`src/hdl/ahb_settings.svh`:
```
// AHB peripheral subsystem settings

`ifndef AHB_SETTINGS_SVH
`define AHB_SETTINGS_SVH

//////////////////////////////
// Bus widths
`define AHB_ADDR_W 32
`define AHB_DATA_W 32

//////////////////////////////
// Memory map
`define SRAM_DEPTH 512                // Words of SRAM
`define SRAM_BASE  32'h0000_0000
`define SRAM_MASK  32'hE000_0000      // Aliases inside its 512 MB region
`define TIMER_BASE 32'h4000_0000
`define TIMER_MASK 32'hFFFF_FFE0      // 32-byte window, eight word slots

// Implemented timer registers, upper slots read as zero
`define TIMER_REG_NUM 4

//////////////////////////////
// Read-sequence signature
`define SIG_FIRST  32'hDEAD_BEEF      // Must be read first
`define SIG_SECOND 32'hC0DE_CAFE      // Must follow directly

`endif

```
`src/hdl/read_sequence_detector.sv`:
```
// Signature read-sequence detector

`timescale 1ns/10ps
`include "ahb_settings.svh"

module read_sequence_detector (
   input  logic                   hclk_i,
   input  logic                   reset_i,
   input  logic                   rd_valid_i,  // Completed read
   input  logic [`AHB_DATA_W-1:0] rd_data_i,
   output logic                   detected_o
);

   typedef enum logic [1:0] {
      ST_FIRST,    // Waiting for SIG_FIRST
      ST_SECOND,   // SIG_FIRST seen, next read must be SIG_SECOND
      ST_FOUND     // Sticky until reset
   } state_e;

   state_e state_d;
   state_e state_q;

   always_comb begin
      state_d = state_q;   // Idle cycles and writes keep the state
      if (rd_valid_i) begin
         case (state_q)
            ST_FIRST: begin
               if (rd_data_i == `SIG_FIRST) state_d = ST_SECOND;
            end
            ST_SECOND: begin
               if (rd_data_i == `SIG_SECOND) begin
                  state_d = ST_FOUND;
               end else if (rd_data_i == `SIG_FIRST) begin
                  state_d = ST_SECOND;   // Breaking read can start a new sequence
               end else begin
                  state_d = ST_FIRST;
               end
            end
            default: state_d = ST_FOUND;
         endcase
      end
   end

   always_ff @(posedge hclk_i) begin
      if (reset_i) state_q <= ST_FIRST;
      else         state_q <= state_d;
   end

   assign detected_o = (state_q == ST_FOUND);   // Rises after the second data phase

endmodule

```
`config.mk`:
```
export PLATFORM = sky130hd
export DESIGN_NAME = read_sequence_detector
export DESIGN_NICKNAME = d
export VERILOG_FILES = /design/src/hdl/read_sequence_detector.sv
export VERILOG_INCLUDE_DIRS = /design/src /design/src/hdl
export SDC_FILE = /design/constraint.sdc
export NUM_CORES = 1
export LEC_CHECK = 0
export ABC_AREA = 1
export BUFFER_PORTS_ARGS = -buffer_cell sky130_fd_sc_hd__buf_2
export CORE_AREA = 2 2 39 41
export DETAILED_ROUTE_END_ITERATION = 7
export DIE_AREA = 0 0 41 43
export SETUP_SLACK_MARGIN = 0.02
export SLEW_MARGIN = 5
export SYNTH_ARGS = -nofsm -noshare
export SYNTH_HDL_FRONTEND = slang
export SYNTH_SLANG_ARGS = --single-unit
```
`constraint.sdc`:
```
create_clock -name hclk_i -period 1.3 [get_ports hclk_i]
set_input_delay 0.325 -clock hclk_i [delete_from_list [all_inputs] [get_ports hclk_i]]
set_output_delay 0.325 -clock hclk_i [all_outputs]
set_load 0.05 [all_outputs]
```
---- Yosys cells after proc, flatten, opt, wreduce, memory -nomap -nowiden ----
Cells that the tools add are included.
word-level totals
  flip-flop bits (word level) ............. 2
  latch bits .............................. 0
  RAM bits ................................ 0
  ROM bits ................................ 0
  output and inout port bits .............. 1
  word-level logic and storage cells ...... 12
  memories ................................ 0
operators by class
  add/subtract/negate cells ............... 0
  $mul .................................... 0
  divide/modulo/power cells ............... 0
  magnitude comparators ................... 0
  eq/ne operators ......................... 5
  shift operators ......................... 0
  muxes and demuxes ....................... 4
  bitwise gates (word level) .............. 0
  reductions and logical operators ........ 2
operator list
  operator                                                               number
  32-bit equality test, second input constant                            2
  2-bit two-way mux                                                      2
  2-bit one-hot mux with 2 select lines                                  1
  2-bit by 1-bit equality test with 1-bit output, second input constant  1
  2-bit equality test, second input constant                             1
  2-bit zero test                                                        1
  2-bit != test, second input constant                                   1
  2-bit AND reduction                                                    1
  1-bit two-way mux                                                      1

---- Longest topological paths before layout ----
  depth after elaboration ................. 4
  depth in mapped cells ................... 9
  gate-level depth less buffers ........... 9

---- Worst setup path before layout ----
OpenSTA, ideal clock, no wires.
  kind .................................... flip-flop to output port
  start point ............................. reg state_q[1]
  end point ............................... out detected_o
  arrival time ............................ 1.043 ns
  required time ........................... 0.975 ns
  slack ................................... -0.068 ns
  stages on the path, launching flop included .. 3
  buffers on the path ..................... 0
  cells stage by stage .................... dfxtp_1 > inv_1 > nor2_1
on the way
  cells in the longest elaborated chain, start to end .. 1
ends and longest elaborated chain
  what                    RTL line                      RTL
  from (decl)             read_sequence_detector.sv:21  state_e state_q;
  from (signal assigned)  read_sequence_detector.sv:46  else state_q <= state_d;
  2-bit equality test     read_sequence_detector.sv:49  assign detected_o = (state_q == ST_FOUND);
  to (decl)               read_sequence_detector.sv:11  output logic detected_o
Every way passes these cells.

---- Final worst setup path ----
Same ends and word-level chain as after synthesis.

==> run_results.csv <==
group,metric,value,unit
timing,max_freq,841,MHz
critical_path,critPathRequiredTime,980,ps
floorplanning,die_area,1760,sq um
critical_path,worst_path_max_delay_cell,"dfxtp_2",
timing,finalCritPeriodShare,91.5,%
clock_tree,ctsResizeCount,1,
synth,synth_xor_area_share,0,%
clock_tree,htree_levels,1,
run_status,status,"complete, no violations",
clock_tree,cts_setup_buffers,0,
detailed_routing,initialDrtViolationCount,3,
finish,finish.instance_area,574,sq um
synth,ys_warn_count,0,
placed_design,post_dp_cell_area,544,sq um
hold_path,hp-class,"input pin to flop",
timing,slew-limit-headroom,88.3,%
clock_tree,cts_buffers,3,
global_route,antenna_found_initial,0,
timing,finalMaxSlewViolations,0,
clock_tree,path_clk_slew,30,ps
timing,hold_violations,0,
global_route,grt_max_degree,5,
clock_tree,clock_latency,220,ps
floorplanning,rows,14,
pwr,swShare,25.0,%
pwr,pwr-share-seq,21.8,%
floorplanning,io_pins,36,
critical_path,crit_arrival,860,ps
detailed_routing,vias,539,
synth,synthSimpleGateAreaFrac,67.9,%
finish,fillers,164,
clock_tree,hold_buffers,0,
synth,synth_area,347,sq um
pwr,peakVddDrop,0.000240,V
run,maxCapViolations,0,
pwr,power_leakage,0.330,nW
placed_design,gp_congestion,0.717,
pwr,p_int,213,uW
detailed_routing,final_antenna_net_count,0,
pwr,p_clk_share,47.0,%
timing,grt_setup_unrepaired,"false",
detailed_routing,drcViolationCount,0,
finish,nNetsFinal,150,
critical_path,path_delay_family,"flip-flops",
placed_design,hpwl,841,um
critical_path,cp-start-kind,"flop",
critical_path,worstSetupEndpointType,"primary output",
pwr,combPwrFrac,31.2,%
detailed_routing,vias_per_cell,4.18,
floorplanning,core,1380,sq um
critical_path,crit_fanout,4,
floorplanning,start_util,25.0,%
detailed_routing,first_pass_iters,4,
finish,drive_gt1_share,37.2,%
global_route,grt_overflow_total,0,
global_route,grt_pass1_wl,1530,um
global_route,grt_pass1_vias,485,
finish,largest_register_ffs,2,
timing,finalWorstSetupSlack,111,ps
clock_tree,cts_tree,"done",
clock_tree,cts-root-buf,"clkbuf_4",
detailed_routing,wl_per_cell,7.10,um
finish,num_antenna_cells,0,
critical_path,path_cells,"inv_1 > nor2_2 > buf_6",
synth,synth.yosys.seq_area_share,11.6,%
clock_tree,cts_sinks,2,
timing,tns,0,ps
synth,syn-instance-count,75,
detailed_routing,wl,916,um
synth,syn_nets,110,
synth,synth_seq_cells,2,
placed_design,preCtsSetupSlack,132,ps
critical_path,crit_buf_inv,2,
finish,largestRegisters,"state_q: 2 flops",
floorplanning,fp.dieW,41,um
synth,synth_top_family_by_area,"simple AND/OR/NAND/NOR gates",
clock_tree,clk_path_buf_depth,2,
placed_design,port_buffers,35,
pwr,p_sw,70.8,uW
timing,worst-slew-pin-transition,175,ps
synth,yosys.area_share.adder,0,%
pwr,p_per_area,494,nW/um^2
critical_path,cp_slowest_stage_delay,330,ps
synth,yosys.cell_types.count,13,
finish,area_delta_synth_final,65.7,%
synth,synth_mux_area_share,0,%
critical_path,crit_type,"flop to primary output",
synth,avgSynthCellArea,4.62,sq um
global_route,grt_use_total,12.4,%
floorplanning,die_h,43,um
timing,setup_viol,0,
synth,synth_compound_gate_area_share,5.42,%
finish,regMostFlops,"state_q",
timing,skew,3.15,ps
timing,period_minus_slack,1190,ps
[layout make-up]
type | count | area (sq um) | share of cell area, %
tap | 16 | 20.0 | 3.49
multi-input combinational | 59 | 256 | 44.7
inverter | 14 | 52.6 | 9.15
sequential | 2 | 41.3 | 7.19
timing repair buffer | 35 | 181 | 31.6
clock buffer | 3 | 22.5 | 3.92
[per-stage QoR]
stage / total power [mW] / utilization [%] / hold slack (ps) / std cells
floorplan: 0.0926 / - / 394 / 75
global placement: 0.151 / 39.3 / 502 / 126
detailed placement: 0.152 / 39.3 / 504 / 126
CTS: 0.289 / 41.1 / 273 / 129
global route: 0.313 / 41.5 / 286 / 129
finish: 0.284 / 41.5 / 280 / 129
[Yosys cell counts, drive strengths merged]
cell type / count / share of area, %
a21oi: 2 / 2.9
nand3: 2 / 2.9
nand4: 2 / 3.6
or2: 1 / 1.8
dfxtp: 2 / 12
nand2: 24 / 26
inv: 14 / 15
o2111ai: 1 / 2.5
nand3b: 1 / 2.2
nor2: 23 / 25
nor3: 2 / 4.3
nor3b: 1 / 2.2
[placed cells by master, fill, tap and decap left out, types with 2 or more instances in the layout]
master    synthesis  routed
nor2_1           23      22
clkbuf_4          0       3
nand4_1           2       2
nand2_1          24      24
buf_2             0      34
nand3_1           2       2
inv_1            14      14
a21oi_1           2       2
[worst reg2reg max path: stages (launching register included)]
cell     delay (ps)
dfxtp_1         380
nand4_1         130
nor3_2          110
nand2_1          70
nand2_1          50
nand2_1          50
nor2_1           80
[power groups by stage]
stage          logic (mW)  registers (mW)  clock network, mW
2_1_floorplan      0.0300          0.0626                  0
3_3_place_gp       0.0881          0.0626                  0
3_5_place_dp       0.0893          0.0626                  0
4_1_cts            0.0895          0.0619              0.137
5_1_grt             0.103          0.0618              0.148
6_report           0.0885          0.0619              0.133
[path summary, 6_finish.rpt]
kind                                 start    endpoint  slack [ps]  cells after the start
worst max-delay path            state_q[1]  detected_o         110                      3
worst min-delay path               reset_i  state_q[0]         280                      2
worst max register to register  state_q[0]  state_q[1]         360                      6
worst min register to register  state_q[1]  state_q[1]         490                      2
[cells by family (layout without fill, tap and decap cells)]
| kind of cell | Yosys count | after routing |
|---|---|---|
| flops | 2 | 2 |
| compound gates | 3 | 3 |
| simple gates | 56 | 56 |
| buf+inv | 14 | 52 |
[metal layers]
metal / global-route usage (%) / wire, um / up-vias
met5: 0 / 0 / -
li1: - / - / 302
met2: 22.2 / 469 / 20
met4: 6.00 / 10 / 0
met3: 3.14 / 76 / 2
met1: 12.1 / 360 / 215
Note: power is estimated with default switching activity, not from simulation.
