File: config.mk
export PLATFORM = sky130hd
export DESIGN_NAME = ahb_decoder_flat
export DESIGN_NICKNAME = d
export VERILOG_FILES = /design/src/hdl/ahb_pkg.sv /design/src/hdl/soc_map_pkg.sv /design/src/hdl/ahb_slave_if.sv /design/src/hdl/ahb_decoder.sv /design/src/flat_wrapper.sv
export VERILOG_INCLUDE_DIRS = /design/src /design/src/hdl
export SDC_FILE = /design/constraint.sdc
export NUM_CORES = 1
export LEC_CHECK = 0
export ABC_AREA = 0
export BUFFER_PORTS_ARGS = -buffer_cell sky130_fd_sc_hd__buf_2
export CORE_AREA = 3 3 125 127
export CTS_CLUSTER_DIAMETER = 30
export CTS_CLUSTER_SIZE = 28
export DETAILED_ROUTE_END_ITERATION = 10
export DIE_AREA = 0 0 128 130
export PLACE_DENSITY = 0.43
export SYNTH_ARGS = -nofsm -noshare
export SYNTH_HDL_FRONTEND = slang
export SYNTH_SLANG_ARGS = --single-unit
File: constraint.sdc
create_clock -name hclk_i -period 1.35 [get_ports hclk_i]
set_input_delay 0.27 -clock hclk_i [delete_from_list [all_inputs] [get_ports hclk_i]]
set_output_delay 0.27 -clock hclk_i [all_outputs]
set_load 0.02 [all_outputs]
File: src/hdl/ahb_settings.svh
// AHB peripheral subsystem settings

`ifndef AHB_SETTINGS_SVH
`define AHB_SETTINGS_SVH

//////////////////////////////
// Bus widths
`define AHB_ADDR_W 32
`define AHB_DATA_W 32

//////////////////////////////
// Memory map
`define SRAM_DEPTH 512                // Words of SRAM
`define SRAM_BASE  32'h0000_0000
`define SRAM_MASK  32'hE000_0000      // Aliases inside its 512 MB region
`define TIMER_BASE 32'h4000_0000
`define TIMER_MASK 32'hFFFF_FFE0      // 32-byte window, eight word slots

// Implemented timer registers, upper slots read as zero
`define TIMER_REG_NUM 4

//////////////////////////////
// Read-sequence signature
`define SIG_FIRST  32'hDEAD_BEEF      // Must be read first
`define SIG_SECOND 32'hC0DE_CAFE      // Must follow directly

`endif

File: src/hdl/ahb_pkg.sv
// AHB-Lite bus types

`include "ahb_settings.svh"

package ahb_pkg;

   // Bus data word
   typedef logic [`AHB_DATA_W-1:0] hdata_t;

   // HTRANS encoding, only NONSEQ and SEQ carry a transfer
   typedef enum logic [1:0] {
      IDLE   = 2'b00,
      BUSY   = 2'b01,
      NONSEQ = 2'b10,
      SEQ    = 2'b11
   } htrans_e;

   // Address word, two views of the same bits
   // raw    used by the decoder for base and mask compare
   // fields used by register slaves for the word slot
   typedef union packed {
      logic [`AHB_ADDR_W-1:0] raw;
      struct packed {
         logic [`AHB_ADDR_W-6:0] page;      // Upper bits, window select
         logic [2:0]             reg_idx;   // Word slot in a 32-byte window
         logic [1:0]             byte_lane; // Always zero for word transfers
      } fields;
   } haddr_u;

endpackage

File: src/hdl/soc_map_pkg.sv
// Subsystem memory map types

`include "ahb_settings.svh"

package soc_map_pkg;

   // Word index into the SRAM, taken from address bits 10 to 2
   typedef logic [$clog2(`SRAM_DEPTH)-1:0] sram_idx_t;

   // Slave owning the current data phase
   typedef enum logic [1:0] {
      SLV_NONE,   // Unmapped, reads zero
      SLV_SRAM,
      SLV_TIMER
   } slave_e;

   // Timer register slots
   typedef enum logic [2:0] {
      TMR_CTRL    = 3'd0,  // Bit 0 enable, bit 1 irq enable
      TMR_COMPARE = 3'd1,  // Compare value
      TMR_COUNT   = 3'd2,  // Free counter
      TMR_STATUS  = 3'd3   // Bit 0 pending, write 1 clears
   } timer_reg_e;

endpackage

File: src/hdl/ahb_slave_if.sv
// Decoder to slave link

`timescale 1ns/10ps

interface ahb_slave_if;
   import ahb_pkg::*;

   logic   sel;    // Valid transfer hits this slave, address phase
   haddr_u addr;   // Address phase
   logic   write;  // Address phase
   hdata_t wdata;  // Data phase
   hdata_t rdata;  // Data phase, registered by the slave

   // Decoder side
   modport decoder (
      output sel, addr, write, wdata,
      input  rdata
   );

   // Slave side
   modport slave (
      input  sel, addr, write, wdata,
      output rdata
   );

endinterface

File: src/hdl/ahb_decoder.sv
// AHB-Lite address decoder and read mux

`timescale 1ns/10ps
`include "ahb_settings.svh"

module ahb_decoder (
   input  logic                   hclk_i,
   input  logic                   reset_i,
   input  ahb_pkg::htrans_e       htrans_i,
   input  ahb_pkg::haddr_u        haddr_i,
   input  logic                   hwrite_i,
   input  logic [`AHB_DATA_W-1:0] hwdata_i,
   output logic [`AHB_DATA_W-1:0] hrdata_o,
   output logic                   rd_valid_o,  // Completed read, data phase
   output logic [`AHB_DATA_W-1:0] rd_data_o,
   ahb_slave_if.decoder           sram_bus,
   ahb_slave_if.decoder           timer_bus
);
   import ahb_pkg::*;
   import soc_map_pkg::*;

   logic   trans_valid;
   logic   sram_hit;
   logic   timer_hit;
   slave_e slave_d;
   slave_e slave_q;     // Owner of the data phase
   logic   rd_valid_q;

   //////////////////////////////
   // Address phase

   assign trans_valid = (htrans_i == NONSEQ) || (htrans_i == SEQ);   // IDLE and BUSY ignored

   assign sram_hit  = ((haddr_i.raw & `SRAM_MASK) == `SRAM_BASE);
   assign timer_hit = ((haddr_i.raw & `TIMER_MASK) == `TIMER_BASE);

   // Both slaves see the same address and write data
   assign sram_bus.sel    = trans_valid && sram_hit;
   assign sram_bus.addr   = haddr_i;
   assign sram_bus.write  = hwrite_i;
   assign sram_bus.wdata  = hwdata_i;   // Belongs to the previous address phase

   assign timer_bus.sel   = trans_valid && timer_hit;
   assign timer_bus.addr  = haddr_i;
   assign timer_bus.write = hwrite_i;
   assign timer_bus.wdata = hwdata_i;

   always_comb begin
      slave_d = SLV_NONE;                        // Unmapped or no transfer
      if (sram_bus.sel) begin
         slave_d = SLV_SRAM;
      end else if (timer_bus.sel) begin
         slave_d = SLV_TIMER;
      end
   end

   // Carry owner and read flag into the data phase
   always_ff @(posedge hclk_i) begin
      if (reset_i) begin
         slave_q    <= SLV_NONE;
         rd_valid_q <= 1'b0;
      end else begin
         slave_q    <= slave_d;
         rd_valid_q <= trans_valid && !hwrite_i; // Unmapped reads count too
      end
   end

   //////////////////////////////
   // Data phase

   always_comb begin
      case (slave_q)
         SLV_SRAM:  hrdata_o = sram_bus.rdata;
         SLV_TIMER: hrdata_o = timer_bus.rdata;
         default:   hrdata_o = '0;               // Unmapped reads as zero
      endcase
   end

   assign rd_valid_o = rd_valid_q;
   assign rd_data_o  = hrdata_o;                 // Same word the master sees

endmodule

File: src/flat_wrapper.sv
// flat-port wrapper written by rule: the top's interface ports become plain ports
module ahb_decoder_flat import ahb_pkg::*; import soc_map_pkg::*;
  (hclk_i, reset_i, htrans_i, haddr_i, hwrite_i, hwdata_i, hrdata_o, rd_valid_o, rd_data_o, sram_bus_sel, sram_bus_addr, sram_bus_write, sram_bus_wdata, sram_bus_rdata, timer_bus_sel, timer_bus_addr, timer_bus_write, timer_bus_wdata, timer_bus_rdata);
  ahb_slave_if sram_bus_i ();
  ahb_slave_if timer_bus_i ();
  input  logic hclk_i;
  input  logic reset_i;
  input  ahb_pkg::htrans_e htrans_i;
  input  ahb_pkg::haddr_u haddr_i;
  input  logic hwrite_i;
  input  logic [`AHB_DATA_W-1:0] hwdata_i;
  output logic [`AHB_DATA_W-1:0] hrdata_o;
  output logic rd_valid_o;
  output logic [`AHB_DATA_W-1:0] rd_data_o;
  output wire logic [$bits(sram_bus_i.sel)-1:0] sram_bus_sel;
  output wire logic [$bits(sram_bus_i.addr)-1:0] sram_bus_addr;
  output wire logic [$bits(sram_bus_i.write)-1:0] sram_bus_write;
  output wire logic [$bits(sram_bus_i.wdata)-1:0] sram_bus_wdata;
  input wire logic [$bits(sram_bus_i.rdata)-1:0] sram_bus_rdata;
  output wire logic [$bits(timer_bus_i.sel)-1:0] timer_bus_sel;
  output wire logic [$bits(timer_bus_i.addr)-1:0] timer_bus_addr;
  output wire logic [$bits(timer_bus_i.write)-1:0] timer_bus_write;
  output wire logic [$bits(timer_bus_i.wdata)-1:0] timer_bus_wdata;
  input wire logic [$bits(timer_bus_i.rdata)-1:0] timer_bus_rdata;
  assign sram_bus_sel = sram_bus_i.sel;
  assign sram_bus_addr = sram_bus_i.addr;
  assign sram_bus_write = sram_bus_i.write;
  assign sram_bus_wdata = sram_bus_i.wdata;
  assign sram_bus_i.rdata = sram_bus_rdata;
  assign timer_bus_sel = timer_bus_i.sel;
  assign timer_bus_addr = timer_bus_i.addr;
  assign timer_bus_write = timer_bus_i.write;
  assign timer_bus_wdata = timer_bus_i.wdata;
  assign timer_bus_i.rdata = timer_bus_rdata;
  ahb_decoder u_core (.hclk_i(hclk_i), .reset_i(reset_i), .htrans_i(htrans_i), .haddr_i(haddr_i), .hwrite_i(hwrite_i), .hwdata_i(hwdata_i), .hrdata_o(hrdata_o), .rd_valid_o(rd_valid_o), .rd_data_o(rd_data_o), .sram_bus(sram_bus_i), .timer_bus(timer_bus_i));
endmodule
-- Word-level counts from Yosys, hierarchy flattened
Index checks and enable logic that the tools add are counted.
- bits in registers: 3
- latch bits: 0
- bits in writable memories: 0
- memory bits (read-only): 0
- output and inout port bits: 197
- logic and storage cells: 18
- memories: 0
- add/sub/neg operators: 0
- multipliers: 0
- div/mod/pow operators: 0
- magnitude comparators: 0
- equal/unequal tests: 5
- shift operators: 0
- mux-type cells: 3
- bitwise logic cells: 0
- reduce and logical (&&, ||, !) cells: 7
- operator list (kind ; number):
    32-bit case mux with 2 select lines ; 1
    32-bit zero test ; 1
    27-bit by 26-bit equality test with 1-bit output (second input constant) ; 1
    2-bit equality test (second input constant) ; 3
    1-bit logical AND ; 3
    2-bit by 1-bit equality test with 1-bit output (second input constant) ; 1
    2-bit 2-to-1 mux ; 1
    2-bit OR reduction ; 1
    1-bit zero test ; 1
    1-bit logical OR ; 1
    1-bit 2-to-1 mux ; 1

-- Longest topological paths before layout
Gate-level depths: netlist (run 1).
- depth in word-level cells: 5
- gate-level depth with buffers: 6
- gate-level depth less buffers: 4

-- Worst setup path after synthesis (run 1)
No wires, ideal clock.
- path kind: register to output
- start: register u_core.slave_q[0]
- end: output port rd_data_o[0]
- arrival time: 1.450 ns
- required time: 1.080 ns
- setup slack: -0.370 ns
- stages on the path, launching flop included: 6
- buffers on the path: 2
- path through: dfxtp_1 inv_1 ha_1 clkbuf_1 nor2_1 buf_4
- longest elaborated chain between the ends: 2
- RTL lines (what ; line ; text):
    start, declared ; ahb_decoder.sv:26 ; slave_e slave_q;
    start signal, assigned ; ahb_decoder.sv:63 ; slave_q <= slave_d;
    2-bit equality test or 2-bit by 1-bit equality test with 1-bit output (tied branches) ; ahb_decoder.sv:72 ; case (slave_q)
    32-bit case mux with 2 select lines (*) ; ahb_decoder.sv:72 ;
    end, declared ; flat_wrapper.sv:14 ; output logic [`AHB_DATA_W-1:0] rd_data_o;
Mark *: on every way between the ends. The rest lies on a longest branch, timed or not.

-- Worst setup path in the final report (run 1)
- start: register u_core.slave_q[0]
- end: output port hrdata_o[30]
- longest elaborated chain between the ends: 2
- RTL lines (what ; line ; text):
    2-bit equality test or 2-bit by 1-bit equality test with 1-bit output (tied branches) ; ahb_decoder.sv:72 ;
    32-bit case mux with 2 select lines (*) ; ahb_decoder.sv:72 ;
    end, declared ; flat_wrapper.sv:12 ; output logic [`AHB_DATA_W-1:0] hrdata_o;
Marked as above.

==> results.py, run 1 <==
metrics = {
    "timing": {
        "setup_viol": 65,
        "worstMarginPinSlew_ns": 0.234,
        "final_max_slew_viol_count": 0,
        "grt_setup_unrepaired": "yes",
        "period_minus_slack_ns": 1.67,
        "setup_slack_ns": -0.320,
        "min_period_over_period": 1.24,
        "hold_viol": 0,
        "fmax_mhz": 599,
        "holdWs_ns": 0.236,
        "relSlewSlack": 0.843,
    },
    "floorplanning": {
        "fp.coreArea_sq_um": 14500,
        "fp.dieW_um": 128,
        "start_util": 0.126,
        "rows": 44,
        "die-area_sq_um": 16600,
        "dieHeight_um": 130,
        "io_pins": 330,
    },
    "route": {
        "remaining_drc_errors": 0,
        "viasPerCell": 3.51,
        "routedWlPerCell_um": 14.0,
        "ant_nets": 0,
        "wl_mm": 7.22,
        "drt-initial-drc-count": 11,
        "dr_total_vias": 1813,
        "dr.pass1.iters": 3,
    },
    "min_path": {
        "holdCritPathClass": "primary input to flop",
    },
    "job": {
        "cap_violations": 0,
    },
    "clock_tree": {
        "root_buffer": "clkbuf_16",
        "hold_buffers": 0,
        "cts_made_buffers": 3,
        "cts_buffer_depth": 2,
        "clkSlewWorstSetupHoldPaths_ns": 0.03,
        "cts_tree": "done",
        "numClockSinks": 3,
        "htree_levels": 1,
    },
    "grt": {
        "grt_max_degree": 17,
        "overflow": 0,
        "grt_pass1_wl_mm": 10.1,
        "grt_use_total": 0.0766,
        "grt_pass1_vias": 1921,
        "antenna_found_initial": 3,
    },
    "setup_path": {
        "critPathKind": "flop to output pin",
        "arrival_ns": 1.40,
        "cp-start-kind": "flop",
        "cp_max_fo": 13,
        "cp-end-kind": "output pin",
        "crit_required_ns": 1.08,
    },
    "placement": {
        "gp_congestion": 0.770,
        "place_inst": 505,
        "dp_hpwl_mm": 5.90,
        "io_buffers": 217,
        "post_dp_cell_area_sq_um": 2470,
    },
    "layout": {
        "stdcell_area_sq_um": 3090,
        "fin_nets": 467,
        "fillers": 1565,
        "area_growth_pct": 68.7,
        "drive_gt1_frac": 0.970,
        "layout.cells.non_filler": 517,
        "final_common_cell": "buf_2",
        "final_cell_mix": "151 x buf_2, 59 x buf_6, 32 x a22oi_2",
        "fin_util": 0.212,
    },
    "logic_synthesis": {
        "ys_ff_latch": 3,
        "ys_seq_area_frac": 0.0328,
        "synth.net_count": 392,
        "yosysWarnings": 0,
        "synthCells": 257,
        "netlist_area_sq_um": 1830,
        "yosysUniqueCellTypes": 16,
        "avgSynthCellArea_sq_um": 7.12,
    },
    "run_status": {
        "status": "finished, violations left",
        "violations": "negative setup slack",
    },
    "power": {
        "p_per_area_nw_per_um2": 340,
        "peakVddDrop_uv": 299,
        "power.share.sequential": 0.088,
        "netSwitchingFraction": 0.336,
        "pwr-share-comb": 0.468,
        "power.switching_mw": 0.353,
        "clkPwrFrac": 0.444,
        "p_leak_nw": 1.30,
        "p_int_mw": 0.696,
    },
}
metrics by stage:
stage	power, mW	setup TNS (ns)	setup slack, ns
6_report	1.05	-18.39	-0.320
5_1_grt	1.11	-22.59	-0.383
4_1_cts	1.06	-19.13	-0.341
3_5_place_dp	0.569	-20.61	-0.350
3_3_place_gp	0.568	-17.33	-0.317
2_1_floorplan	0.717	-1.37	-0.0455
registers in the layout (all words and copies together), names as in the netlist:
register,count
u_core.slave_q,2
u_core.rd_valid_o,1
worst max-delay path, cell delays in order (launching register included):
cell and delay, ns:
dfxtp_2 0.34, inv_2 0.05, ha_4 0.18, buf_12 0.15
a22oi_2 0.23, nor2_4 0.06, buf_4 0.16
power groups by stage:
stage	Combinational (mW)	Clock, mW	Sequential (mW)
2_1_floorplan	0.623	0	0.0946
3_3_place_gp	0.475	0	0.0931
3_5_place_dp	0.475	0	0.0930
4_1_cts	0.491	0.475	0.0919
5_1_grt	0.527	0.490	0.0919
6_report	0.491	0.466	0.0918
kinds of logic (layout without fill, tap and decap cells):
kind of cell / after synthesis / count (layout) / share of synthesized area
simple gates: 47 / 47 / 0.131
other cells: 0 / 2 / 0
fa+ha+maj: 2 / 2 / 0.0137
flops: 3 / 3 / 0.0328
compound gates: 32 / 32 / 0.131
buf+inv: 173 / 247 / 0.692
final cells by class:
| cell class | count | area [sq um] | area share |
|---|---|---|---|
| Timing Repair Buffer | 241 | 1750 | 0.567 |
| Multi-Input combinational cell | 81 | 951 | 0.308 |
| Tap cell | 184 | 230 | 0.0746 |
| Clock buffer | 4 | 78.8 | 0.0255 |
| Sequential cell | 3 | 62.6 | 0.0203 |
| Inverter | 2 | 7.51 | 0.00243 |
| Antenna cell | 2 | 5.00 | 0.00162 |
cell usage after synthesis (all sizes together):
cell type / count / area [sq um]
nor3: 1 / 5.00
dfxtp: 3 / 60.1
nor2: 34 / 128
nor2b: 1 / 6.26
nor3b: 2 / 15.0
inv: 2 / 7.51
nand4: 2 / 12.5
nor4: 5 / 50.1
nor4b: 1 / 15.0
a22oi: 32 / 240
clkbuf: 3 / 11.3
ha: 2 / 25.0
buf: 168 / 1250
and2b: 1 / 7.51
path summary, 6_finish.rpt:
path,from,to,cells past startpoint
max,u_core.slave_q[0],hrdata_o[30],6
min,reset_i,u_core.slave_q[1],2
per-layer routing:
metal,up-vias,routed length [um],global-route usage
li1,838,-,-
met1,778,1930,0.0650
met5,-,13,0
met2,169,4140,0.162
met4,2,116,0.0268
met3,26,1020,0.0262
what timing repair did:
action | in CTS | in global routing
resized for setup | 118 | 13
pin swaps | 11 | 9
setup endpoints to repair | 65 | 66
setup buffers | 6 | 0
Note: power is estimated with default switching activity, not from simulation.
==> inputs of run 2 (changes only) <==
==> constraint.sdc (replaced) <==
create_clock -name hclk_i -period 1.35 [get_ports hclk_i]
set_input_delay 0.405 -clock hclk_i [delete_from_list [all_inputs] [get_ports hclk_i]]
set_output_delay 0.405 -clock hclk_i [all_outputs]
set_load 0.02 [all_outputs]
==> run 2 against run 1 <==
Against the previous run:
- the flow still finishes with violations (negative setup slack)
- sequential power is essentially flat
- utilization grew 0.99 points
- first-iteration DRC count is the same
- final cell count grew 1.4%
- critical path type unchanged
- largest cell class unchanged
- largest power group unchanged
- highest routed layer unchanged
==> results.py, run 2 (synthesis results as in run 1) <==
metrics = {
    "clock_tree": {
        "numClockSinks": 3,
        "cts_buffer_depth": 2,
        "cts_made_buffers": 3,
        "hold_buffers": 0,
        "htree_levels": 1,
        "root_buffer": "clkbuf_16",
        "cts_tree": "done",
        "clkSlewWorstSetupHoldPaths_ns": 0.03,
    },
    "layout": {
        "final_common_cell": "buf_2",
        "seqCellArea_sq_um": 62.6,
        "drive_gt1_frac": 0.971,
        "regMostFlops": "u_core.slave_q",
        "multi_input_area_sq_um": 986,
        "final_cell_mix": "153 x buf_2, 58 x buf_6, 32 x nor2_4",
        "fin_util": 0.222,
        "area_growth_pct": 76.5,
        "fillers": 1556,
        "fin_nets": 476,
        "diodes": 0,
        "largest_reg_flops": 2,
    },
    "setup_path": {
        "cp_max_fo": 13,
        "critPathMaxStageDelay_ns": 0.34,
        "crit_required_ns": 0.95,
        "critPathKind": "flop to output pin",
        "slowest_stage": "dfxtp_2",
        "endpoint": "rd_data_o[8]",
        "crit_chain": "inv_2, ha_4, buf_12, a22oi_2, nor2_4, buf_2",
        "cp-end-kind": "output pin",
        "arrival_ns": 1.42,
        "cp-start-kind": "flop",
        "startpoint": "u_core.slave_q[0]",
    },
    "placement": {
        "dp_slack_ns": -0.492,
        "gp_congestion": 0.710,
        "io_buffers": 217,
        "dp_hpwl_mm": 5.42,
    },
    "route": {
        "wl_mm": 7.02,
        "viasPerCell": 3.53,
        "drt-initial-drc-count": 11,
        "ant_nets": 0,
        "dr_total_vias": 1849,
        "remaining_drc_errors": 0,
        "routedWlPerCell_um": 13.4,
        "dr.pass1.iters": 3,
    },
    "grt": {
        "grt_max_degree": 17,
        "antenna_found_initial": 1,
        "grt_pass1_vias": 1820,
        "grt_pass1_wl_mm": 9.12,
        "overflow": 0,
        "grt_use_total": 0.0682,
    },
    "timing": {
        "hold_viol": 0,
        "fmax_mhz": 548,
        "setup_slack_ns": -0.475,
        "relSlewSlack": 0.770,
        "setup_viol": 66,
        "worstMarginPinSlew_ns": 0.344,
        "final_max_slew_viol_count": 0,
        "tns_ns": -27.91,
        "grt_setup_unrepaired": "yes",
        "period_minus_slack_ns": 1.82,
        "min_period_over_period": 1.35,
    },
    "power": {
        "clkPwrFrac": 0.425,
        "netSwitchingFraction": 0.331,
        "power.switching_mw": 0.360,
        "power.share.sequential": 0.084,
        "finalPower_mw": 1.09,
        "p_int_mw": 0.728,
        "p_per_area_nw_per_um2": 337,
        "p_leak_nw": 1.39,
        "peakVddDrop_uv": 302,
        "pwr-share-comb": 0.491,
    },
    "floorplanning": {
        "fp.coreArea_sq_um": 14500,
        "dieHeight_um": 130,
        "rows": 44,
        "io_pins": 330,
        "fp.dieW_um": 128,
        "start_util": 0.126,
        "die-area_sq_um": 16600,
    },
    "run_status": {
        "status": "finished, violations left",
        "violations": "negative setup slack",
    },
    "job": {
        "cap_violations": 0,
    },
    "min_path": {
        "holdCritPathClass": "primary input to flop",
    },
}
run 2: changes by cell type in the layout (fill, tap and decap cells not counted), sizes merged:
cell / before / now
buf: 241 / 248
clkbuf: 4 / 6
diode: 2 / 0
run 2: layout make-up:
type | count | share of cell area
Sequential cell | 3 | 0.0194
Multi-Input combinational cell | 81 | 0.305
Clock buffer | 4 | 0.0244
Tap cell | 184 | 0.0713
Inverter | 2 | 0.00232
Timing Repair Buffer | 250 | 0.577
run 2: layer usage:
layer / share of wire / global-route usage / routed length, um / vias up
met1: 0.32 / 0.0674 / 2240 / 819
met3: 0.11 / 0.0160 / 787 / 22
li1: - / - / - / 852
met4: 0.024 / 0.0268 / 166 / 2
met5: 0.0014 / 0 / 10 / -
met2: 0.54 / 0.136 / 3820 / 154
run 2: what timing repair did:
item / CTS / global route
setup buffers: 8 / 2
hold endpoints to repair: 0 / 0
resized for setup: 51 / 75
setup endpoints to repair: 66 / 67
pin swaps: 9 / 11
cloned: 0 / 2
run 2: how the worst min path moves through the flow:
| stage | start | to | slack (ns) | depth (start not counted) |
|---|---|---|---|---|
| floorplan | reset_i | u_core.slave_q[1] | 0.47 | 1 |
| global placement | reset_i | u_core.slave_q[1] | 0.64 | 2 |
| detailed placement | reset_i | u_core.slave_q[1] | 0.64 | 2 |
| CTS | reset_i | u_core.slave_q[1] | 0.41 | 2 |
| global route | reset_i | u_core.slave_q[1] | 0.42 | 2 |
| finish | reset_i | u_core.slave_q[1] | 0.41 | 2 |
run 2: critical path, delay by kind of cell, from the launching register on:
kind                       cells  cell delay, ns
DFF                            1            0.34
buffers and inverters          3            0.36
and+or+nand+nor                1            0.06
AOI/OAI and AO/OA              1            0.25
adders and majority gates      1            0.18
run 2: power groups by stage:
stage	Clock, mW	Combinational, mW	Sequential [mW]
floorplan	0	0.625	0.0946
global placement	0	0.496	0.0930
detailed placement	0	0.496	0.0931
CTS	0.472	0.521	0.0920
global route	0.486	0.570	0.0921
finish	0.462	0.534	0.0919
run 2: metrics by stage:
step,area (sq um),hold WS (ns),std cells
2_1_floorplan,2510,0.469,257
3_3_place_gp,2550,0.642,510
3_5_place_dp,2550,0.644,510
4_1_cts,2940,0.412,522
5_1_grt,3230,0.420,524
6_report,3230,0.413,524
