--- src/hdl/ahb_settings.svh ---
// AHB peripheral subsystem settings

`ifndef AHB_SETTINGS_SVH
`define AHB_SETTINGS_SVH

//////////////////////////////
// Bus widths
`define AHB_ADDR_W 32
`define AHB_DATA_W 32

//////////////////////////////
// Memory map
`define SRAM_DEPTH 512                // Words of SRAM
`define SRAM_BASE  32'h0000_0000
`define SRAM_MASK  32'hE000_0000      // Aliases inside its 512 MB region
`define TIMER_BASE 32'h4000_0000
`define TIMER_MASK 32'hFFFF_FFE0      // 32-byte window, eight word slots

// Implemented timer registers, upper slots read as zero
`define TIMER_REG_NUM 4

//////////////////////////////
// Read-sequence signature
`define SIG_FIRST  32'hDEAD_BEEF      // Must be read first
`define SIG_SECOND 32'hC0DE_CAFE      // Must follow directly

`endif

--- src/hdl/ahb_pkg.sv ---
// AHB-Lite bus types

`include "ahb_settings.svh"

package ahb_pkg;

   // Bus data word
   typedef logic [`AHB_DATA_W-1:0] hdata_t;

   // HTRANS encoding, only NONSEQ and SEQ carry a transfer
   typedef enum logic [1:0] {
      IDLE   = 2'b00,
      BUSY   = 2'b01,
      NONSEQ = 2'b10,
      SEQ    = 2'b11
   } htrans_e;

   // Address word, two views of the same bits
   // raw    used by the decoder for base and mask compare
   // fields used by register slaves for the word slot
   typedef union packed {
      logic [`AHB_ADDR_W-1:0] raw;
      struct packed {
         logic [`AHB_ADDR_W-6:0] page;      // Upper bits, window select
         logic [2:0]             reg_idx;   // Word slot in a 32-byte window
         logic [1:0]             byte_lane; // Always zero for word transfers
      } fields;
   } haddr_u;

endpackage

--- src/hdl/soc_map_pkg.sv ---
// Subsystem memory map types

`include "ahb_settings.svh"

package soc_map_pkg;

   // Word index into the SRAM, taken from address bits 10 to 2
   typedef logic [$clog2(`SRAM_DEPTH)-1:0] sram_idx_t;

   // Slave owning the current data phase
   typedef enum logic [1:0] {
      SLV_NONE,   // Unmapped, reads zero
      SLV_SRAM,
      SLV_TIMER
   } slave_e;

   // Timer register slots
   typedef enum logic [2:0] {
      TMR_CTRL    = 3'd0,  // Bit 0 enable, bit 1 irq enable
      TMR_COMPARE = 3'd1,  // Compare value
      TMR_COUNT   = 3'd2,  // Free counter
      TMR_STATUS  = 3'd3   // Bit 0 pending, write 1 clears
   } timer_reg_e;

endpackage

--- src/hdl/ahb_slave_if.sv ---
// Decoder to slave link

`timescale 1ns/10ps

interface ahb_slave_if;
   import ahb_pkg::*;

   logic   sel;    // Valid transfer hits this slave, address phase
   haddr_u addr;   // Address phase
   logic   write;  // Address phase
   hdata_t wdata;  // Data phase
   hdata_t rdata;  // Data phase, registered by the slave

   // Decoder side
   modport decoder (
      output sel, addr, write, wdata,
      input  rdata
   );

   // Slave side
   modport slave (
      input  sel, addr, write, wdata,
      output rdata
   );

endinterface

--- src/hdl/ahb_timer.sv ---
// Compare timer slave with interrupt

`timescale 1ns/10ps
`include "ahb_settings.svh"

module ahb_timer (
   input  logic       hclk_i,
   input  logic       reset_i,
   ahb_slave_if.slave bus,
   output logic       irq_o
);
   import ahb_pkg::*;
   import soc_map_pkg::*;

   timer_reg_e rd_reg;       // Address-phase slot
   logic       reg_ok;       // Slot is implemented
   hdata_t     rd_word;
   hdata_t     rdata_q;

   logic       wr_pend_q;    // Register write in data phase
   timer_reg_e wr_reg_q;
   logic       wr_ctrl;
   logic       wr_compare;
   logic       wr_count;
   logic       wr_clear;

   logic       en_q;         // CTRL bit 0
   logic       ie_q;         // CTRL bit 1
   hdata_t     compare_q;
   hdata_t     count_q;
   logic       pending_q;
   logic       irq_q;
   logic       match;

   assign rd_reg = timer_reg_e'(bus.addr.fields.reg_idx);
   assign reg_ok = bus.addr.fields.reg_idx < 3'(`TIMER_REG_NUM);

   //////////////////////////////
   // Register read

   always_comb begin
      rd_word = '0;             // Unused slots read zero
      if (reg_ok) begin
         case (rd_reg)
            TMR_CTRL:    rd_word = {{(`AHB_DATA_W-2){1'b0}}, ie_q, en_q};
            TMR_COMPARE: rd_word = compare_q;
            TMR_COUNT:   rd_word = count_q;
            TMR_STATUS:  rd_word = {{(`AHB_DATA_W-1){1'b0}}, pending_q};
            default:     rd_word = '0;
         endcase
      end
   end

   always_ff @(posedge hclk_i) begin
      if (bus.sel && !bus.write) begin
         rdata_q <= rd_word;    // Sampled at end of address phase
      end
   end

   assign bus.rdata = rdata_q;

   //////////////////////////////
   // Register write and counter

   // Data-phase write strobes
   assign wr_ctrl    = wr_pend_q && (wr_reg_q == TMR_CTRL);
   assign wr_compare = wr_pend_q && (wr_reg_q == TMR_COMPARE);
   assign wr_count   = wr_pend_q && (wr_reg_q == TMR_COUNT);
   assign wr_clear   = wr_pend_q && (wr_reg_q == TMR_STATUS) && bus.wdata[0];

   assign match = en_q && (count_q == compare_q);

   always_ff @(posedge hclk_i) begin
      if (reset_i) begin
         wr_pend_q <= 1'b0;
         wr_reg_q  <= TMR_CTRL;
         en_q      <= 1'b0;
         ie_q      <= 1'b0;
         compare_q <= '0;
         count_q   <= '0;
         pending_q <= 1'b0;
         irq_q     <= 1'b0;
      end else begin
         wr_pend_q <= bus.sel && bus.write && reg_ok;
         wr_reg_q  <= rd_reg;
         if (wr_ctrl) begin
            en_q <= bus.wdata[0];
            ie_q <= bus.wdata[1];
         end
         if (wr_compare) compare_q <= bus.wdata;
         if (wr_count) begin
            count_q <= bus.wdata;       // Software load wins
         end else if (match) begin
            count_q <= '0;              // Wrap on compare
         end else if (en_q) begin
            count_q <= count_q + 1'b1;
         end
         if (match) begin
            pending_q <= 1'b1;          // Match beats a clear in the same cycle
         end else if (wr_clear) begin
            pending_q <= 1'b0;
         end
         irq_q <= pending_q && ie_q;    // One cycle behind pending
      end
   end

   assign irq_o = irq_q;

endmodule

--- src/flat_wrapper.sv ---
// flat-port wrapper written by rule: the top's interface ports become plain ports
module ahb_timer_flat import ahb_pkg::*; import soc_map_pkg::*;
  (hclk_i, reset_i, irq_o, bus_sel, bus_addr, bus_write, bus_wdata, bus_rdata);
  ahb_slave_if bus_i ();
  input  logic hclk_i;
  input  logic reset_i;
  output logic irq_o;
  input wire logic [$bits(bus_i.sel)-1:0] bus_sel;
  input wire logic [$bits(bus_i.addr)-1:0] bus_addr;
  input wire logic [$bits(bus_i.write)-1:0] bus_write;
  input wire logic [$bits(bus_i.wdata)-1:0] bus_wdata;
  output wire logic [$bits(bus_i.rdata)-1:0] bus_rdata;
  assign bus_i.sel = bus_sel;
  assign bus_i.addr = bus_addr;
  assign bus_i.write = bus_write;
  assign bus_i.wdata = bus_wdata;
  assign bus_rdata = bus_i.rdata;
  ahb_timer u_core (.hclk_i(hclk_i), .reset_i(reset_i), .bus(bus_i), .irq_o(irq_o));
endmodule
--- config.mk ---
export PLATFORM = sky130hd
export DESIGN_NAME = ahb_timer_flat
export DESIGN_NICKNAME = d
export VERILOG_FILES = /design/src/hdl/ahb_pkg.sv /design/src/hdl/soc_map_pkg.sv /design/src/hdl/ahb_slave_if.sv /design/src/hdl/ahb_timer.sv /design/src/flat_wrapper.sv
export VERILOG_INCLUDE_DIRS = /design/src /design/src/hdl
export SDC_FILE = /design/constraint.sdc
export NUM_CORES = 1
export LEC_CHECK = 0
export BUFFER_PORTS_ARGS = -buffer_cell sky130_fd_sc_hd__buf_2
export CORE_UTILIZATION = 55
export DETAILED_ROUTE_END_ITERATION = 12
export PLACE_DENSITY = 0.79
export SETUP_SLACK_MARGIN = 0.1
export SYNTH_ARGS = -nofsm -noshare
export SYNTH_HDL_FRONTEND = slang
export SYNTH_SLANG_ARGS = --single-unit
--- constraint.sdc ---
create_clock -name hclk_i -period 6.5 [get_ports hclk_i]
set_input_delay 1.95 -clock hclk_i [delete_from_list [all_inputs] [get_ports hclk_i]]
set_output_delay 1.95 -clock hclk_i [all_outputs]
set_load 0.01 [all_outputs]
# After elaboration in Yosys (flattened, before gate mapping)
# Cells that the tools add are included.
# classes
magnitude_cmp	1
eq_ne	7
addsub	1
n_mux	6
n_reduce_logical	15
# ops
operator	count
32-bit case mux with 4 select lines	1
32-bit 2-to-1 mux	3
32-bit by 1-bit adder with 32-bit output (second input constant)	1
32-bit == test	1
3-bit by 2-bit == test with 1-bit output (second input constant)	4
1-bit logical AND	10
3-bit by 1-bit == test with 1-bit output (second input constant)	2
3-bit zero test	2
3-bit less-than comparator (second input constant)	1
3-bit nonzero test	1
1-bit 2-to-1 mux	2
2-bit nonzero test	1
1-bit zero test	1
# totals
input_bits	68
output_inout_bits	33
regBits	104

# Longest topological paths before layout
# Gate-level depths: netlist of run 1.
# logic_depth
word_depth	5
mapped_depth	7

# Least setup slack after synthesis of run 1
# OpenSTA, ideal clock, no wires.
# synth_timing
kind	input to register
startpoint	in bus_write
endpoint	reg u_core.rdata_q[0] (netlist: u_core.bus.rdata[0]), enable pin
setup_ns	0.425
slack_ns	2.672
arrival_time_ns	3.402
cell_stages	1
required_ns	6.075
path_cell_list	nor2b_1
# synth_via
elab_chain_cells	2
# synth_lines
item	line_no	rtl
start, declared	flat_wrapper.sv:10	input wire logic [$bits(bus_i.write)-1:0] bus_write;
1-bit zero test	ahb_timer.sv:55	if (bus.sel && !bus.write) begin
1-bit logical AND	ahb_timer.sv:55	
end signal, assigned	ahb_timer.sv:56	rdata_q <= rd_word;
end, declared	ahb_timer.sv:18	hdata_t rdata_q;
# Every way passes these cells.
# A chain may end at the register's enable or synchronous reset.

==> metrics, run 1 <==
Tmin final=3.55 ns; clock root buffer=clkbuf_8; Post-synth top flop=dfxtp_1; I/O pin count=101; global-route usage over all layers=0.285; CP max-delay cell=buf_4; first-pass GRT wire length=22100 um; RSZ-0062 raised after global routing=no; number of diodes=0; Reg2Reg Setup Slack=3.76 ns; Crit Path Max Fanout=66; Hold WC Path Type=reg2reg; largest net degree at the start of global routing=67; outcome=completed; Post-Syn Area=5370 um2; Starting Density=0.576; fraction of the mapped netlist area in compound gates=0.158; Leakage=2.23 nW; Async SR Flop Fraction=0; Max-Slew Margin vs Limit=0.263; share of cells above drive strength 1=0.167; Crit path depth=5; drt drc=0; nets=709; via count=4785; Post-CTS Resized=0; clock sinks=104; Total Routed Length=13900 um; ANT nets after route=0; Power Density=211 nW/um2; R2R Path Start=u_core.count_q[3]$_SDFFE_PP0P_; main combinational cell family by area after synthesis=simple AND/OR/NAND/NOR gates; worst setup path end=u_core.count_q[22]$_SDFFE_PP0P_; CTS max path bufs=2; Tcrit/Tclk final=0.547; hold_buf cts=0; CP arrival=3.78 ns; peak per-stage delay on the critical path=0.56 ns; cells after synthesis=602; CP Buf/Inv Count=3; Startpoint Class=input port; Synth Area in Adders=0.00233; number of global-route vias before repair=4449; Reg clk slew, reported paths=0.09 ns; Req. time, crit path=6.73 ns; Simple-Gate Fraction of Synth Area=0.230; DR WL/cell=18.0 um; xor/xnor share of the synthesized area=0.0816; storage element area=2400 um2; initial DRC count=383; post-synthesis sequential area ratio=0.447; VDD IR-drop max=0.000114 V; Layout Cells excl Fill=774; critical path launch point=reset_i; syn_nets=671; cell breakdown of the critical path=buf_2 > buf_4 > inv_1 > nand2_1 > o32ai_1; Max Slew Vio Count=0; CTS tree=done; postcts setup bufs=0; fillers=776; Worst Skew=0.0138 ns; First-pass DRT Iterations=5; dpl hpwl=8940 um; yosys warns=0; die span in y=101 um; CTS H-tree lvls=3; Register-to-Register Path Depth=5; total CTS buffers=9; GP Congestion=0.872; row cnt=35; Synth Area per Inst=8.92 um2; Critical R2R Capture=u_core.count_q[17]$_SDFFE_PP0P_; CORE AREA=9330 um2; footprint of the multi-input gates=2720 um2; Via-to-Cell Ratio=6.18; Fin Setup TNS=0 ns; final hold viol count=0; Finish-stage setup viols=0; flops & latches, synth=104; post-route cell area=5960 um2; synth-to-layout area growth=11.0%; Crit path max-delay family=buffers and inverters; Worst setup EP type=flop; count of cell types in the netlist=49; Post-synth EDFFs=32; Worst-Skew Late Latency=0.38 ns; Worst-Margin Slew=1.10 ns; number of antenna violations at the first check in global routing=0; Post-DP Area=5720 um2; Crit Path Class=in2reg; Fmax=281 MHz; die area=10200 um2; multiplexer share of the synthesized area=0.0270; Die Span X=101 um; gr ovfl total=0; Max Cap Violations=0; buffers added on ports=71; placed cells=758
## worst min-delay path by stage
stage | start | endpoint | cells after the start
3_3_place_gp | u_core.compare_q[22]$_SDFFE_PP0P_ | u_core.compare_q[22]$_SDFFE_PP0P_ | 2
3_5_place_dp | u_core.compare_q[9]$_SDFFE_PP0P_ | u_core.compare_q[9]$_SDFFE_PP0P_ | 2
6_report | u_core.compare_q[31]$_SDFFE_PP0P_ | u_core.compare_q[31]$_SDFFE_PP0P_ | 2
5_1_grt | u_core.compare_q[21]$_SDFFE_PP0P_ | u_core.compare_q[21]$_SDFFE_PP0P_ | 2
4_1_cts | u_core.compare_q[9]$_SDFFE_PP0P_ | u_core.compare_q[9]$_SDFFE_PP0P_ | 2
2_1_floorplan | u_core.compare_q[23]$_SDFFE_PP0P_ | u_core.compare_q[23]$_SDFFE_PP0P_ | 2
## power breakdown
group	switching [W]	total, W	internal [W]
clock	0.000224	0.000490	0.000266
sequential	0.00000893	0.000687	0.000678
combinational	0.0000533	0.0000821	0.0000288
total	0.000287	0.00126	0.000972
## synthesized netlist by cell type, types with 2 or more instances
| master | number | area (um2) |
|---|---|---|
| a211oi_1 | 12 | 90.1 |
| a21oi_1 | 51 | 255 |
| a22oi_1 | 30 | 225 |
| a31o_1 | 2 | 17.5 |
| a31oi_1 | 2 | 12.5 |
| and3_1 | 18 | 113 |
| and4_1 | 5 | 43.8 |
| buf_2 | 3 | 15.0 |
| buf_4 | 3 | 22.5 |
| buf_6 | 2 | 22.5 |
| clkbuf_1 | 39 | 146 |
| clkbuf_8 | 4 | 55.1 |
| dfxtp_1 | 72 | 1440 |
| edfxtp_1 | 32 | 961 |
| inv_1 | 7 | 26.3 |
| mux2_2 | 2 | 22.5 |
| mux2i_1 | 10 | 100 |
| nand2_1 | 81 | 304 |
| nand2b_1 | 11 | 68.8 |
| nand3_1 | 14 | 70.1 |
| nand4_1 | 15 | 93.8 |
| nor2_1 | 54 | 203 |
| nor2b_1 | 8 | 50.1 |
| nor3_1 | 11 | 55.1 |
| nor4_1 | 9 | 56.3 |
| nor4_2 | 3 | 37.5 |
| nor4bb_1 | 2 | 20.0 |
| o21a_1 | 2 | 15.0 |
| o21ai_0 | 10 | 50.1 |
| o31ai_1 | 3 | 22.5 |
| o32ai_1 | 16 | 140 |
| or4_1 | 4 | 30.0 |
| xnor2_1 | 17 | 149 |
| xor2_1 | 33 | 289 |
## worst reg2reg max path, stage by stage (launching register included)
cell     delay, ns
dfxtp_1       0.50
xor2_1        0.16
nor4_1        0.38
nand4_1       0.32
nor4_4        1.02
o32ai_1       0.22
## cell usage in the layout (no fill, tap or decap), drive strengths merged, types with 7 or more instances in the layout
cell | Yosys | layout
o21ai | 10 | 10
nand3 | 14 | 14
o32ai | 16 | 16
dfxtp | 72 | 72
xnor2 | 17 | 17
nand2b | 11 | 11
xor2 | 33 | 33
edfxtp | 32 | 32
and3 | 18 | 18
nand4 | 16 | 16
nand2 | 81 | 81
a22oi | 30 | 30
mux2i | 10 | 10
a211oi | 12 | 12
clkbuf | 43 | 12
nor2 | 54 | 54
inv | 7 | 7
a21oi | 51 | 51
nor2b | 8 | 8
nor3 | 11 | 11
buf | 9 | 79
nor4 | 12 | 12
## flip-flops by register name, summed over array words and instances, names as in the netlist
signal,cells
u_core.irq_o,1
u_core.wr_pend_q,1
u_core.count_q,32
u_core.wr_reg_q,3
u_core.pending_q,1
u_core.compare_q,32
u_core.en_q,1
u_core.ie_q,1
u_core.bus.rdata,32
## metal layers
layer	up-vias	share of wire	global-route usage	wire length, um
li1	2248	-	-	-
met1	2274	0.42	0.375	5900
met2	231	0.47	0.452	6590
met3	32	0.072	0.0499	1000
met4	0	0.032	0.146	452
met5	-	0	0	0
## stage by stage
step	hold WS (ns)	util	power, W	setup WS, ns
floorplan	0.457	-	0.000745	2.67
global placement	0.468	0.614	0.000781	2.64
detailed placement	0.473	0.614	0.000783	2.61
CTS	0.487	0.639	0.00126	3.00
global route	0.511	0.639	0.00129	2.82
finish	0.489	0.639	0.00126	2.95
## cell families after synthesis
logic type                 count (synthesis)
AOI/OAI and AO/OA                        130
muxes                                     13
adders and majority gates                  1
xor gates and xnor gates                  50
and+or+nand+nor                          245
DFF                                      104
buffers and inverters                     59
## area by class of cell
cell class                      count  share of cell area
Multi-Input combinational cell    439               0.456
Clock inverter                      4              0.0157
Timing Repair Buffer               79              0.0697
Clock buffer                       12              0.0243
Inverter                            7             0.00441
Sequential cell                   104               0.403
Tap cell                          129              0.0271
Note: power is estimated with default switching activity, not from simulation.
==> run 2, diff against run 1 <==
Clock period 6.5 ns to 3.3 ns, I/O delays scaled along.
==> metrics, run 2 (same netlist as run 1, synthesis figures left out) <==
postcts setup bufs=0 (unchanged); final hold viol count=0 (unchanged); ANT nets after route=0 (unchanged); Max Slew Vio Count=0 (unchanged); Req. time, crit path=3.60 ns (-3.13 ns); Fmax=409 MHz; synth-to-layout area growth=10.9%; Worst-Skew Late Latency=0.38 ns (about the same); RSZ-0062 raised after global routing=no; CTS max path bufs=2 (unchanged); initial DRC count=386 (+0.78%); Finish-stage setup viols=0 (unchanged); Final Util=0.638 (-0.000670); die span in y=101 um (unchanged); First-pass DRT Iterations=7 (+2); number of global-route vias before repair=4517 (+1.5%); most common cell after layout, fill and taps aside=nand2_1; nets=713 (+0.56%); gr ovfl total=0 (unchanged); Tmin final=2.45 ns; Worst Skew=0.0121 ns (-0.00177 ns); most frequent cells in the layout=nand2_1, dfxtp_1, buf_2; largest net degree at the start of global routing=66 (-1.5%); Startpoint Class=flop; Reg clk slew, reported paths=0.10 ns (about the same); buffers added on ports=71 (unchanged); Leakage=2.25 nW (+0.73%); I/O pin count=101 (unchanged); outcome=completed; placed cells=762 (+0.53%); Via-to-Cell Ratio=6.22 (+0.65%); VDD IR-drop max=0.000253 V (+120%); Crit Path Max Fanout=9 (-86%); Starting Density=0.576 (unchanged); Max Cap Violations=0 (unchanged); Max-Slew Margin vs Limit=0.454 (+0.192); via count=4841 (+1.2%); clock sinks=104 (unchanged); Total Routed Length=14100 um (+0.87%); CTS tree=done; Layout Cells excl Fill=778 (+0.52%); Worst setup EP type=flop; Hold WC Path Type=reg2reg; CORE AREA=9330 um2 (unchanged); CTS H-tree lvls=3 (unchanged); Fin Setup TNS=0 ns (unchanged); drt drc=0 (unchanged); Die Span X=101 um (unchanged); hold_buf cts=0 (unchanged); CP arrival=2.74 ns (-1.04 ns); setup ws final=0.855 ns (-2.09 ns); Post-CTS Resized=0 (unchanged); Crit Path Class=reg2reg; number of antenna violations at the first check in global routing=0 (unchanged); global-route usage over all layers=0.283 (-0.00201); number of diodes=0 (unchanged); GP Congestion=0.889 (+2.0%); fillers=806 (+3.9%); Power Density=403 nW/um2 (+91%); share of cells above drive strength 1=0.176 (+0.00821); pre-CTS setup slack=0.859 ns (-1.75 ns); die area=10200 um2 (unchanged); first-pass GRT wire length=22300 um (+0.72%); row cnt=35 (unchanged); dpl hpwl=9070 um (+1.4%); total CTS buffers=9 (unchanged); clock root buffer=clkbuf_8; Tcrit/Tclk final=0.741; Worst-Margin Slew=0.812 ns (-0.285 ns); DR WL/cell=18.1 um (+0.35%)
[run 2: changes by cell type in the layout (fill, tap and decap cells not counted)]
| cell | change |
|---|---|
| nor4_2 | +2 |
| buf_4 | +4 |
| nor4_4 | -2 |
| bufinv_16 | -1 |
| clkinv_4 | +1 |
| clkinv_2 | +2 |
| clkbuf_1 | -2 |
[run 2: routing by layer]
layer,GRT usage,share of wire,up-vias
met1,0.370,0.40,2295
met5,0,0,-
met3,0.0541,0.093,36
met4,0.110,0.022,0
li1,-,-,2240
met2,0.465,0.48,270
[run 2: cell type report]
type                            instances  area (um2)  share of cell area
Clock buffer                           10         138              0.0231
Clock inverter                          6        82.6              0.0139
Inverter                                7        26.3             0.00441
Multi-Input combinational cell        439        2700               0.453
Sequential cell                       104        2400               0.403
Tap cell                              129         161              0.0271
Timing Repair Buffer                   83         445              0.0748
[run 2: final timing paths]
path / start / endpoint / slack, ns / depth (start not counted)
min: u_core.compare_q[17]$_SDFFE_PP0P_ / u_core.compare_q[17]$_SDFFE_PP0P_ / 0.48 / 2
max: u_core.count_q[9]$_SDFFE_PP0P_ / u_core.count_q[30]$_SDFFE_PP0P_ / 0.85 / 5
min reg2reg: u_core.compare_q[17]$_SDFFE_PP0P_ / u_core.compare_q[17]$_SDFFE_PP0P_ / 0.48 / 2
max reg2reg: u_core.count_q[9]$_SDFFE_PP0P_ / u_core.count_q[30]$_SDFFE_PP0P_ / 0.85 / 5
[run 2: power breakdown]
part	internal (W)	switching [W]	leakage (nW)
clock network	0.000445	0.000443	0.114
registers	0.00133	0.0000177	0.893
logic	0.0000571	0.000103	1.24
[run 2: metrics by stage]
step	hold WS [ns]	cell area, um2	total power (W)
floorplan	0.457	5370	0.00147
global placement	0.468	5740	0.00153
detailed placement	0.475	5740	0.00154
CTS	0.487	5960	0.00240
global route	0.511	5960	0.00247
finish	0.484	5960	0.00240
[run 2: worst max-delay path, cell delays in order (launching register included)]
cell      delay (ns)
dfxtp_1         0.52
nand4_2         0.23
or4_2           0.85
nor3_1          0.21
mux2_2          0.36
a211oi_1        0.20
==> run 3, diff against run 2 <==
Settings changed: CORE_UTILIZATION 55 to 50, PLACE_DENSITY 0.79 to 0.76.
Clock period 3.3 ns to 2.2 ns, I/O delays scaled along.
==> metrics, run 3 (same netlist as run 1, synthesis figures left out) <==
Reg clk slew, reported paths=0.11 ns (about the same); cell breakdown of the critical path=xor2_1 > nor4_1 > nand4_1 > buf_4 > nor4_4 > buf_6 > o32ai_1; M2 GR Usage=0.462 (-0.00276); met3 usage=0.0464 (-0.00771); CORE AREA=10400 um2 (+11%); gr ovfl total=0 (unchanged); Max Slew Vio Count=0 (unchanged); row cnt=37 (+5.7%); Crit Path Class=reg2reg; via count=4848 (+0.14%); Layout Cells excl Fill=817 (+5.0%); GP Congestion=0.913 (+2.7%); DR WL/cell=18.1 um (+0.33%); largest net degree at the start of global routing=35 (-47%); Worst-Skew Late Latency=0.39 ns (about the same); clock network power share=0.375 (+0.005); number of antenna violations at the first check in global routing=0 (unchanged); switching pwr=0.000893 W (+58%); Starting Density=0.518 (-0.0579); I/O pin count=101 (unchanged); RSZ-0062 raised after global routing=yes; CP max-delay cell=nor4_1; Hold WC Path Type=reg2reg; number of diodes=0 (unchanged); CP arrival=2.33 ns (-0.41 ns); placed cells=798 (+4.7%); dpl hpwl=10000 um (+10%); busiest grt layer=met2; CTS H-tree lvls=3 (unchanged); peak per-stage delay on the critical path=0.40 ns (-0.45 ns); Die Span X=106 um (+4.8%); Fin Setup TNS=0 ns (unchanged); Total Routed Length=14800 um (+5.4%); number of global-route vias before repair=4755 (+5.3%); CTS max path bufs=2 (unchanged); VDD IR-drop max=0.000322 V (+27%); outcome=completed; synth-to-layout area growth=17.4%; Crit Path Max Fanout=7 (-2); Worst setup EP type=flop; hold_buf cts=0 (unchanged); Via-to-Cell Ratio=5.93 (-4.6%); most frequent cells in the layout=nand2_1, buf_2, dfxtp_1; drt drc=0 (unchanged); share of cells above drive strength 1=0.248 (+0.0725); die area=11200 um2 (+9.8%); Pint=0.00279 W (+52%); buffers added on ports=71 (unchanged); Req. time, crit path=2.45 ns (-1.15 ns); Startpoint Class=flop; most common cell after layout, fill and taps aside=nand2_1; Max-Slew Margin vs Limit=0.274 (-0.180); met1 usage=0.345 (-0.0252); clock root buffer=clkbuf_8; CTS tree=done; Max Cap Violations=0 (unchanged); Tmin final=2.08 ns (-0.368 ns); global-route usage over all layers=0.274 (-0.00876); sequential share of power=0.549 (-0.014); first-pass GRT wire length=23800 um (+6.7%); First-pass DRT Iterations=5 (-2); total CTS buffers=9 (unchanged); Finish-stage setup viols=0 (unchanged); die span in y=106 um (+4.8%); initial DRC count=382 (-1.0%); Power Density=584 nW/um2 (+45%); clock sinks=104 (unchanged); Sw Ratio=0.243 (+0.00774); Tcrit/Tclk final=0.944 (+0.203); final hold viol count=0 (unchanged); Worst Skew=0.0157 ns (+0.00367 ns); Gate power share=0.076 (+0.009); Worst-Margin Slew=1.08 ns (+0.272 ns); Leakage=2.44 nW (+8.6%); Fmax=481 MHz (+18%); fillers=889 (+10%); ANT nets after route=0 (unchanged); nets=745 (+4.5%)
run 3: critical path, delay by kind of cell, from the launching register on:
family | cells | cell delay, ns
buf+inv | 2 | 0.40
simple gates | 3 | 0.89
flops | 1 | 0.35
compound gates | 1 | 0.11
xor+xnor | 1 | 0.18
run 3: per-layer routing:
metal  part of all wire  wire (um)  vias up
met5                  0          0        -
met3              0.073       1080       28
li1                   -          -     2310
met4              0.026        387        0
met2               0.48       7140      211
met1               0.42       6210     2299
run 3: power groups by stage:
| stage | Clock (W) | Sequential (W) | Combinational [W] |
|---|---|---|---|
| 6_report | 0.00138 | 0.00202 | 0.000280 |
| 4_1_cts | 0.00139 | 0.00202 | 0.000267 |
| 2_1_floorplan | 0 | 0.00208 | 0.000125 |
| 3_5_place_dp | 0 | 0.00207 | 0.000263 |
| 3_3_place_gp | 0 | 0.00206 | 0.000259 |
| 5_1_grt | 0.00146 | 0.00203 | 0.000300 |
run 3: timing repair:
| item | in CTS | in global routing |
|---|---|---|
| gates cloned | 0 | 0 |
| buffers inserted | 0 | 3 |
| resized for setup | 5 | 23 |
| pin swaps | 2 | 13 |
| endpoints found under the setup margin | 10 | 31 |
run 3: path summary, 6_finish.rpt:
path / from / end / slack [ns] / cells past startpoint
worst max-delay path: u_core.compare_q[3]$_SDFFE_PP0P_ / u_core.count_q[13]$_SDFFE_PP0P_ / 0.12 / 7
worst min-delay path: u_core.compare_q[25]$_SDFFE_PP0P_ / u_core.compare_q[25]$_SDFFE_PP0P_ / 0.49 / 2
worst max register to register: u_core.compare_q[3]$_SDFFE_PP0P_ / u_core.count_q[13]$_SDFFE_PP0P_ / 0.12 / 7
worst min register to register: u_core.compare_q[25]$_SDFFE_PP0P_ / u_core.compare_q[25]$_SDFFE_PP0P_ / 0.49 / 2
run 3: final cells by class:
class / instances / area, um2 / share of cell area
Clock inverter: 6 / 88.8 / 0.0141
Tap cell: 136 / 170 / 0.0270
Inverter: 7 / 26.3 / 0.00417
Multi-Input combinational cell: 439 / 2750 / 0.437
Clock buffer: 10 / 138 / 0.0218
Timing Repair Buffer: 115 / 706 / 0.112
Sequential cell: 104 / 2420 / 0.384
run 3: stage by stage:
step	power [W]	utilization	worst slack [ns]	hold slack (ns)	area, um2
floorplan	0.00220	-	0.113	0.457	5380
global placement	0.00232	0.577	-0.0843	0.468	5980
detailed placement	0.00233	0.577	-0.130	0.474	5980
CTS	0.00368	0.600	0.101	0.488	6230
global route	0.00378	0.608	0.0784	0.506	6300
finish	0.00368	0.608	0.122	0.493	6300
